**src/hdl/vsg_pkg.sv**
```systemverilog
package vsg_pkg;

    // geometry of one bank row
    localparam int NUM_SLICES = 4;
    localparam int SLICE_W    = 16;
    localparam int LINE_W     = NUM_SLICES * SLICE_W;

    // slice bank addressing
    localparam int ADDR_W     = 4;
    localparam int BANK_DEPTH = 16;

    // read tag echoed with the response
    localparam int TAG_W      = 4;

    // south skew line: column k sees the entry k*SKEW_STEP cycles late
    localparam int SKEW_DEPTH = 6;
    localparam int SKEW_STEP  = 2;

    // south write command
    typedef struct packed {
        logic [ADDR_W-1:0] addr;
    } write_cmd_t;

    // south write data, one whole line
    typedef struct packed {
        logic [LINE_W-1:0] line;
    } write_data_t;

    // west read command
    typedef struct packed {
        logic [ADDR_W-1:0] addr;
        logic [TAG_W-1:0]  tag;
    } read_cmd_t;

    // reassembled line plus the command's tag
    typedef struct packed {
        logic [LINE_W-1:0] line;
        logic [TAG_W-1:0]  tag;
    } read_rsp_t;

endpackage

```
**src/hdl/south_skew_line.sv**
```systemverilog
`timescale 1ns/10ps

module south_skew_line #(
    parameter type payload_t = vsg_pkg::write_cmd_t
) (
    input  logic                            clk,
    input  logic                            rst_n,
    input  logic                            in_vld,
    input  payload_t                        in_pld,
    output logic [vsg_pkg::NUM_SLICES-1:0]  tap_vld,
    output payload_t                        tap_pld [vsg_pkg::NUM_SLICES]
);
    import vsg_pkg::*;

    // stage s holds the input delayed by s+1 cycles
    logic [SKEW_DEPTH-1:0] vld_sr;
    payload_t              pld_sr [SKEW_DEPTH];

    always_ff @(posedge clk or negedge rst_n) begin
        if (!rst_n) begin
            vld_sr <= '0;
        end else begin
            vld_sr <= {vld_sr[SKEW_DEPTH-2:0], in_vld};
        end
    end

    // payload stages reset to zero too
    always_ff @(posedge clk or negedge rst_n) begin
        if (!rst_n) begin
            for (int s = 0; s < SKEW_DEPTH; s++) begin
                pld_sr[s] <= '0;
            end
        end else begin
            pld_sr[0] <= in_pld;
            for (int s = 1; s < SKEW_DEPTH; s++) begin
                pld_sr[s] <= pld_sr[s-1];
            end
        end
    end

    // column taps
    for (genvar k = 0; k < NUM_SLICES; k++) begin : g_tap
        if (k == 0) begin : g_direct
            // column 0 sits right at the south edge with no delay
            assign tap_vld[k] = in_vld;
            assign tap_pld[k] = in_pld;
        end else begin : g_stage
            // delay of k*SKEW_STEP means stage index k*SKEW_STEP-1
            assign tap_vld[k] = vld_sr[k*SKEW_STEP-1];
            assign tap_pld[k] = pld_sr[k*SKEW_STEP-1];
        end
    end

endmodule

```
**src/hdl/slice_bank.sv**
```systemverilog
`timescale 1ns/10ps

module slice_bank (
    input  logic                        clk,
    input  logic                        rst_n,
    input  logic                        cmd_vld,
    input  vsg_pkg::write_cmd_t         cmd,
    input  logic                        data_vld,
    input  logic [vsg_pkg::SLICE_W-1:0] slice_data,
    input  logic                        rd_vld,
    input  logic [vsg_pkg::ADDR_W-1:0]  rd_addr,
    output logic [vsg_pkg::SLICE_W-1:0] rd_slice
);
    import vsg_pkg::*;

    logic [SLICE_W-1:0] mem [BANK_DEPTH];
    logic               wr_en;

    // command and data must arrive together, a lone tap is dropped
    assign wr_en = cmd_vld & data_vld;

    // memory comes out of reset as all zeros
    always_ff @(posedge clk or negedge rst_n) begin
        if (!rst_n) begin
            for (int i = 0; i < BANK_DEPTH; i++) begin
                mem[i] <= '0;
            end
        end else if (wr_en) begin
            mem[cmd.addr] <= slice_data;
        end
    end

    // registered read, a same-cycle write to the same line
    // is not visible yet, so the old slice comes back
    always_ff @(posedge clk) begin
        if (rd_vld) begin
            rd_slice <= mem[rd_addr];
        end
    end

endmodule

```
**src/hdl/bank_group_row.sv**
```systemverilog
`timescale 1ns/10ps

module bank_group_row (
    input  logic                            clk,
    input  logic                            rst_n,
    input  logic [vsg_pkg::NUM_SLICES-1:0]  cmd_tap_vld,
    input  vsg_pkg::write_cmd_t             cmd_tap [vsg_pkg::NUM_SLICES],
    input  logic [vsg_pkg::NUM_SLICES-1:0]  data_tap_vld,
    input  vsg_pkg::write_data_t            data_tap [vsg_pkg::NUM_SLICES],
    input  logic                            rd_cmd_vld,
    input  vsg_pkg::read_cmd_t              rd_cmd,
    output logic                            rd_rsp_vld,
    output vsg_pkg::read_rsp_t              rd_rsp
);
    import vsg_pkg::*;

    logic [SLICE_W-1:0] rd_slices [NUM_SLICES];
    logic [LINE_W-1:0]  rd_line;
    logic [TAG_W-1:0]   rd_tag_q;

    // one bank per column, each fed its own slice of the line
    for (genvar k = 0; k < NUM_SLICES; k++) begin : g_bank
        logic [SLICE_W-1:0] wr_slice;

        assign wr_slice = data_tap[k].line[k*SLICE_W +: SLICE_W];

        slice_bank u_slice_bank (
            .clk        (clk),
            .rst_n      (rst_n),
            .cmd_vld    (cmd_tap_vld[k]),
            .cmd        (cmd_tap[k]),
            .data_vld   (data_tap_vld[k]),
            .slice_data (wr_slice),
            .rd_vld     (rd_cmd_vld),
            .rd_addr    (rd_cmd.addr),
            .rd_slice   (rd_slices[k])
        );
    end

    // response strobe lines up with the bank read latency
    always_ff @(posedge clk or negedge rst_n) begin
        if (!rst_n) begin
            rd_rsp_vld <= 1'b0;
        end else begin
            rd_rsp_vld <= rd_cmd_vld;
        end
    end

    always_ff @(posedge clk) begin
        if (rd_cmd_vld) begin
            rd_tag_q <= rd_cmd.tag;
        end
    end

    // slice k goes back to bits k*SLICE_W and up
    always_comb begin
        rd_line = '0;
        for (int k = 0; k < NUM_SLICES; k++) begin
            rd_line[k*SLICE_W +: SLICE_W] = rd_slices[k];
        end
    end

    assign rd_rsp.line = rd_line;
    assign rd_rsp.tag  = rd_tag_q;

endmodule

```
**src/hdl/vec_sram_group.sv**
```systemverilog
`timescale 1ns/10ps

module vec_sram_group (
    input  logic                    clk,
    input  logic                    rst_n,
    input  logic                    wr_cmd_vld,
    input  vsg_pkg::write_cmd_t     wr_cmd,
    input  logic                    wr_data_vld,
    input  vsg_pkg::write_data_t    wr_data,
    input  logic                    rd_cmd_vld,
    input  vsg_pkg::read_cmd_t      rd_cmd,
    output logic                    rd_rsp_vld,
    output vsg_pkg::read_rsp_t      rd_rsp
);
    import vsg_pkg::*;

    // per-column taps of the south skew lines
    logic [NUM_SLICES-1:0] cmd_tap_vld;
    write_cmd_t            cmd_tap [NUM_SLICES];
    logic [NUM_SLICES-1:0] data_tap_vld;
    write_data_t           data_tap [NUM_SLICES];

    // write command skew
    south_skew_line #(
        .payload_t (write_cmd_t)
    ) u_cmd_skew (
        .clk     (clk),
        .rst_n   (rst_n),
        .in_vld  (wr_cmd_vld),
        .in_pld  (wr_cmd),
        .tap_vld (cmd_tap_vld),
        .tap_pld (cmd_tap)
    );

    // write data skew, same taps as the command
    south_skew_line #(
        .payload_t (write_data_t)
    ) u_data_skew (
        .clk     (clk),
        .rst_n   (rst_n),
        .in_vld  (wr_data_vld),
        .in_pld  (wr_data),
        .tap_vld (data_tap_vld),
        .tap_pld (data_tap)
    );

    // row of slice banks, west read enters here
    bank_group_row u_bank_row (
        .clk          (clk),
        .rst_n        (rst_n),
        .cmd_tap_vld  (cmd_tap_vld),
        .cmd_tap      (cmd_tap),
        .data_tap_vld (data_tap_vld),
        .data_tap     (data_tap),
        .rd_cmd_vld   (rd_cmd_vld),
        .rd_cmd       (rd_cmd),
        .rd_rsp_vld   (rd_rsp_vld),
        .rd_rsp       (rd_rsp)
    );

endmodule

```
**config.mk**
```make
export PLATFORM = sky130hd
export DESIGN_NAME = vec_sram_group
export DESIGN_NICKNAME = d
export VERILOG_FILES = /design/src/hdl/vsg_pkg.sv /design/src/hdl/south_skew_line.sv /design/src/hdl/slice_bank.sv /design/src/hdl/bank_group_row.sv /design/src/hdl/vec_sram_group.sv
export SDC_FILE = /design/constraint.sdc
export NUM_CORES = 1
export LEC_CHECK = 0
export BUFFER_PORTS_ARGS = -buffer_cell sky130_fd_sc_hd__buf_4
export CORE_ASPECT_RATIO = 1.75
export CORE_MARGIN = 5
export CORE_UTILIZATION = 55
export CTS_CLUSTER_DIAMETER = 80
export DETAILED_ROUTE_END_ITERATION = 8
export PLACE_DENSITY = 0.72
export SLEW_MARGIN = 5
export SYNTH_ARGS = -nofsm -noshare
export SYNTH_HDL_FRONTEND = slang
export SYNTH_HIERARCHICAL = 1
export SYNTH_SLANG_ARGS = --single-unit
```
**constraint.sdc**
```tcl
create_clock -name clk -period 2.55 [get_ports clk]
set_clock_uncertainty 0.1 [all_clocks]
set_input_delay 0.1275 -clock clk [delete_from_list [all_inputs] [get_ports clk]]
set_output_delay 0.1275 -clock clk [all_outputs]
set_load 0.01 [all_outputs]
```
==> metrics.md, run 1 <==
| Metric | Value |
|---|---|
| Outcome | complete, no violations |
| Largest stage delay on the critical path | 0.58 ns |
| Routability congestion estimate from global placement | 0.796 |
| H-tree depth | 3 |
| Multi-input combinational cell area | 19200 um^2 |
| Drt first-iter violations | roughly 2000 |
| Port buffer count | ~150 |
| DR pass1 iterations | 5 |
| Crit end category | register |
| Crit start category | input pin |
| # rows | 152 |
| CP Buf/Inv Count | 4 |
| P_leak | roughly 0.028 uW |
| Routed wire per std cell | roughly 26 um |
| Crit-path cells | dlygate4sd3_1, buf_8, buf_4, mux4_2, a22oi_1, nand2_1, dlygate4sd3_1 |
| Layout cells sized above 1 | 0.511 |
| Clock root buffer | clkbuf_16 |
| Hold slack | 0.0713 ns |
| Max Root-Sink Buffers | 3 |
| Number of global-route vias before repair | 33595 |
| Clock Latency Late Sink | about 0.73 ns |
| Worst vdd ir | 552 uV |
| Finished Layout Cells | between 4000 and 5000 |
| Worst path required time | between 2 and 3 ns |
| Largest net degree at the start of global routing | 103 |
| Clock slew at reported path FFs | 0.07 ns |
| DRC | 0 |
| Crit Path Class | input pin to register |
| Die area | around 110000 um^2 |
| CTS Buf Count | 116 |
| Initial core utilization | 0.554 |
| Crit-path max FO | 11 |
| CP max stage cell | dlygate4sd3_1 |
| IO Count | 150 |
| Reg area | 33400 um^2 |
| Total track usage | 0.252 |
| Final period utilization | 0.889 |
| Via count | between 20000 and 30000 |
| Post-synthesis cell count | 3225 |
| Core area | 98100 um^2 |
| DP HPWL | 79100 um |
| CP delay by family, top | buffers and inverters |
| Final net count | 3538 |
| Rel. slew slack | 0.166 |
| Max Freq | about 0.44 GHz |
| Synth warnings | 6 |
| Cell total after placement | 4516 |
| Worst-Margin Slew | between 1 and 1.5 ns |
| CTS sink count | 1321 |
| RSZ-0062 raised after global routing | no |
| Max-Cap Viols | 0 |
| Tmin final | 2.27 ns |
| Die X | 248 um |
| Fillers | just under 7000 |
| Placed cell area | ~57000 um^2 |
| Final hold violations | 0 |
| Slew Viols, Final | 0 |
| Syn Area/Cell | between 15 and 20 um^2 |
| Vias/cell | 5.99 |
| Hold-fix buffers at CTS | 132 |
| Syn Nets | 3306 |
| Worst R2R Setup Slack | 0.34 ns |
| Worst hold path class | input pin to register |
| Die span in y | between 400 and 500 um |
| Post-route cell area | 62300 um^2 |
| CTS tree | done |
| P per Cell Area | between 800 and 900 nW/um^2 |
| Synthesized area | 54400 um^2 |
| Global-route wire length before repair | 203000 um |
| Cell repeated most along the worst path | dlygate4sd3_1 |
| Routed WL | ~130000 um |
| Post-Route Setup TNS | 0 ns |
| Crit path DAT | approximately 2.6 ns |
| Post-CTS setup repair buffer count | 0 |
| Initial antenna violation count | 2 |
| Antenna viol nets, final | 0 |
| Post-cts resize count | 0 |
| Congestion Overflow GR | 0 |
| Setup Viol. Count Final | 0 |
| Area grow syn2layout | 14.7% |
power breakdown:
group	switching (uW)	internal [uW]	leakage (uW)
clock network	7760	10600	0.00197
registers	1910	24600	0.0165
logic	2540	4320	0.00936
stage by stage:
| step | setup WS [ns] | total power, uW | util |
|---|---|---|---|
| 2_1_floorplan | 0.648 | 31000 | - |
| 3_3_place_gp | 0.448 | 32900 | 0.581 |
| 3_5_place_dp | 0.401 | 33600 | 0.581 |
| 4_1_cts | 0.355 | 52200 | 0.635 |
| 5_1_grt | 0.207 | 53900 | 0.635 |
| 6_report | 0.284 | 51700 | 0.635 |
sequential cells by signal (all words and copies together), names as in the netlist:
signal	flops
u_bank_row/g_bank.u_slice_bank/mem	1024
u_bank_row/g_bank.u_slice_bank/rd_slice	64
u_bank_row/rd_rsp_vld	1
u_bank_row/rd_tag_q	4
u_cmd_skew/pld_sr	12
u_cmd_skew/tap_pld	12
u_cmd_skew/vld_sr	6
u_data_skew/pld_sr	96
u_data_skew/tap_pld	96
u_data_skew/vld_sr	6
worst paths after layout:
path / from / to / depth (start not counted)
worst max register to register: u_cmd_skew/tap_pld[3]$_DFF_PN0_ / u_bank_row/g_bank[3].u_slice_bank/mem[181]$_DFFE_PN0P_ / 3
min in group asynchronous: rst_n / u_bank_row/g_bank[3].u_slice_bank/mem[54]$_DFFE_PN0P_ / 3
worst min register to register: u_cmd_skew/pld_sr[15]$_DFF_PN0_ / u_cmd_skew/tap_pld[7]$_DFF_PN0_ / 0
worst min-delay path: wr_data_vld / u_data_skew/vld_sr[0]$_DFF_PN0_ / 2
worst max-delay path: rd_cmd[4] / u_bank_row/g_bank[1].u_slice_bank/rd_slice[15]$_DFFE_PP_ / 7
max in group asynchronous: rst_n / u_bank_row/g_bank[1].u_slice_bank/mem[216]$_DFFE_PN0P_ / 5
final cells by class:
class	count	share of cell area
tap	1309	0.0263
clock inverter	49	0.00975
clock buffer	167	0.0547
multi-input combinational	1584	0.309
sequential	1321	0.536
timing repair buffer	434	0.0648
antenna	4	0.000161
cells in the final DEF (no fill, tap or decap):
master / count
buf_4: 265
nor2_2: 34
nand2_1: 72
nor3_2: 3
nand4b_1: 8
nand3b_1: 8
nor2_1: 10
buf_12: 35
clkbuf_16: 123
clkinv_4: 4
mux4_2: 256
dlygate4sd3_1: 132
bufinv_16: 13
a22oi_1: 128
clkinvlp_4: 7
nor3_4: 1
mux2_2: 1024
edfxtp_1: 68
nand2b_1: 8
and3_1: 4
buf_8: 2
inv_6: 1
nor2b_2: 3
dfrtp_1: 1253
and4bb_2: 4
clkinv_2: 23
and2_1: 4
clkbuf_8: 17
clkbuf_1: 27
nand4_1: 4
or3_1: 8
nor2b_1: 5
inv_4: 1
diode_2: 4
routing by layer:
| layer | up-vias | global-route usage | routed length [um] | part of all wire |
|---|---|---|---|---|
| met2 | 765 | 0.444 | 68300 | 0.53 |
| met1 | 15850 | 0.317 | 50100 | 0.39 |
| met5 | - | 0 | 0 | 0 |
| li1 | 12258 | - | - | - |
| met4 | 0 | 0.0941 | 4990 | 0.039 |
| met3 | 286 | 0.0355 | 5460 | 0.042 |
(Power assumes the default switching activity.)
==> run 2: changes to the inputs <==
--- a/config.mk
+++ b/config.mk
@@ -8,11 +8,10 @@
 export BUFFER_PORTS_ARGS = -buffer_cell sky130_fd_sc_hd__buf_4
 export CORE_ASPECT_RATIO = 1.75
 export CORE_MARGIN = 5
-export CORE_UTILIZATION = 55
+export CORE_UTILIZATION = 40
 export CTS_CLUSTER_DIAMETER = 80
 export DETAILED_ROUTE_END_ITERATION = 8
-export PLACE_DENSITY = 0.72
-export SLEW_MARGIN = 5
+export SLEW_MARGIN = 20
 export SYNTH_ARGS = -nofsm -noshare
 export SYNTH_HDL_FRONTEND = slang
 export SYNTH_HIERARCHICAL = 1
==> metrics.md, run 2 (same netlist as run 1, synthesis figures left out) <==
| Metric | Value |
|---|---|
| Max-Cap Viols | 0 |
| Crit Path Class | register to register |
| Placed cell area | 57900 um^2 |
| Post-route cell area | 63200 um^2 |
| DP HPWL | 77700 um |
| Vias/cell | 5.34 |
| Crit end category | register |
| Crit-path max FO | 16 |
| Max Freq | around 0.5 GHz |
| Final core utilization | 0.466 |
| Hold Path Origin | wr_cmd[0] |
| CTS tree | done |
| Largest net degree at the start of global routing | 73 |
| P_leak | 0.0280 uW |
| Slew Viols, Final | 0 |
| RSZ-0062 raised after global routing | no |
| Global-route wire length before repair | between 200000 and 250000 um |
| Register share of total power | 0.516 |
| Max Root-Sink Buffers | 3 |
| Tmin final | between 1.5 and 2 ns |
| Number of global-route vias before repair | 31858 |
| Total track usage | 0.186 |
| Hold slack | 0.0696 ns |
| Largest register FFs | 1024 |
| R2R cell count | 4 |
| Die span in y | 498 um |
| Clock root buffer | clkbuf_16 |
| Core area | 135000 um^2 |
| Post-CTS setup repair buffer count | 0 |
| Crit start category | register |
| Worst Hold Path Cells | 2 |
| Routed WL | 132000 um |
| Worst hold path class | input pin to register |
| Antenna viol nets, final | 0 |
| Initial core utilization | 0.401 |
| Area grow syn2layout | 16.2% |
| Die X | 289 um |
| Die area | 144000 um^2 |
| Sw Share | 0.238 |
| Setup Viol. Count Final | 0 |
| Clock power frac | 0.352 |
| H-tree depth | 3 |
| Via count | 28801 |
| Worst r2r src | u_cmd_skew/tap_pld[10]$_DFF_PN0_ |
| Drt first-iter violations | between 1500 and 2000 |
| Post-Route Setup TNS | 0 ns |
| Crit path DAT | 2.47 ns |
| FF-to-FF End | u_bank_row/g_bank[1].u_slice_bank/mem[104]$_DFFE_PN0P_ |
| Worst path required time | 3.03 ns |
| CTS sink count | 1321 |
| Internal Power | 39000 uW |
| Routability congestion estimate from global placement | around 0.74 |
| # rows | 179 |
| DRC | 0 |
| Worst R2R Setup Slack | around 0.56 ns |
| Commonest non-fill, non-tap cell in the layout | dfrtp_1 |
| Final period utilization | 0.781 |
| IO Count | 150 |
| Congestion Overflow GR | 0 |
| Rel. slew slack | 0.270 |
| Most frequent cells in the layout | dfrtp_1 (1253), mux2_2 (1024), buf_4 (281) |
| Clock slew at reported path FFs | 0.06 ns |
| Outcome | complete, no violations |
| Clock Latency Late Sink | roughly 0.73 ns |
| Logic gate share of total power | 0.132 |
| Largest register by flop count | u_bank_row/g_bank.u_slice_bank/mem |
| DR pass1 iterations | 5 |
| Sw Pwr | 12200 uW |
| Layout cells sized above 1 | 0.512 |
| Port buffer count | 149 |
| Initial antenna violation count | 4 |
| P per Cell Area | 810 nW/um^2 |
| Routed wire per std cell | 24.4 um |
| CTS Buf Count | 120 |
| Worst vdd ir | 551 uV |
| Worst-Margin Slew | 1.10 ns |
| Hold Path Sink | u_cmd_skew/pld_sr[20]$_DFF_PN0_ |
| Final hold violations | 0 |
| Final net count | 3566 |
[run 2: changes by cell type in the layout (fill, tap and decap cells not counted), sizes merged]
| cell | change |
|---|---|
| inv | +3 |
| buf | +21 |
| clkinvlp | -6 |
| diode | -1 |
| dlygate4sd3 | +3 |
| clkinv | +4 |
| bufinv | -7 |
| clkbuf | +12 |
[run 2: worst max-delay path, stage by stage (launching register included)]
cell,delay (ns)
dfrtp_1,0.46
nand4b_1,0.36
nor2_2,0.18
buf_4,0.36
mux2_2,0.39
[run 2: timing repair]
action | CTS | global route
resized for setup | 0 | 0
hold endpoints to repair | 1643 | 0
hold buffers | 136 | 0
[run 2: through the flow]
stage | power, uW | setup WS [ns] | instances
global placement | 33200 | 0.419 | 5037
global route | 53600 | 0.481 | 5397
floorplan | 31000 | 0.648 | 3225
CTS | 51900 | 0.541 | 5395
detailed placement | 33500 | 0.399 | 5037
finish | 51200 | 0.558 | 5398
[run 2: power groups by stage]
stage	Combinational, uW	Clock, uW	Sequential [uW]
floorplan	5030	0	26000
global placement	6520	0	26600
detailed placement	6700	0	26800
CTS	6890	18600	26400
global route	7410	19400	26800
finish	6770	18000	26400
[run 2: worst max-delay path by stage]
stage                                                start                                                 endpoint  slack (ns)
after global placement                           rd_cmd[4]  u_bank_row/g_bank[3].u_slice_bank/rd_slice[9]$_DFFE_PP_        0.42
after global routing       u_data_skew/vld_sr[3]$_DFF_PN0_    u_bank_row/g_bank[2].u_slice_bank/mem[62]$_DFFE_PN0P_        0.48
after CTS                  u_data_skew/vld_sr[3]$_DFF_PN0_    u_bank_row/g_bank[2].u_slice_bank/mem[62]$_DFFE_PN0P_        0.54
final                     u_cmd_skew/tap_pld[10]$_DFF_PN0_   u_bank_row/g_bank[1].u_slice_bank/mem[104]$_DFFE_PN0P_        0.56
after floorplan            u_cmd_skew/tap_pld[8]$_DFF_PN0_    u_bank_row/g_bank[1].u_slice_bank/mem[21]$_DFFE_PN0P_        0.65
after detailed placement                         rd_cmd[4]  u_bank_row/g_bank[3].u_slice_bank/rd_slice[9]$_DFFE_PP_        0.40
[run 2: area by class of cell]
cell class                 instances  area, um^2
fill                           11772       72300
antenna                            3        7.51
sequential                      1321       33400
clock inverter                    43         438
clock buffer                     179        3490
multi-input combinational       1584       19300
tap                             1810        2260
timing repair buffer             458        4310
[run 2: layer usage]
metal,track usage,share of wire
met2,0.325,0.52
met4,0.0561,0.028
met1,0.243,0.42
met5,0,0
met3,0.0220,0.032
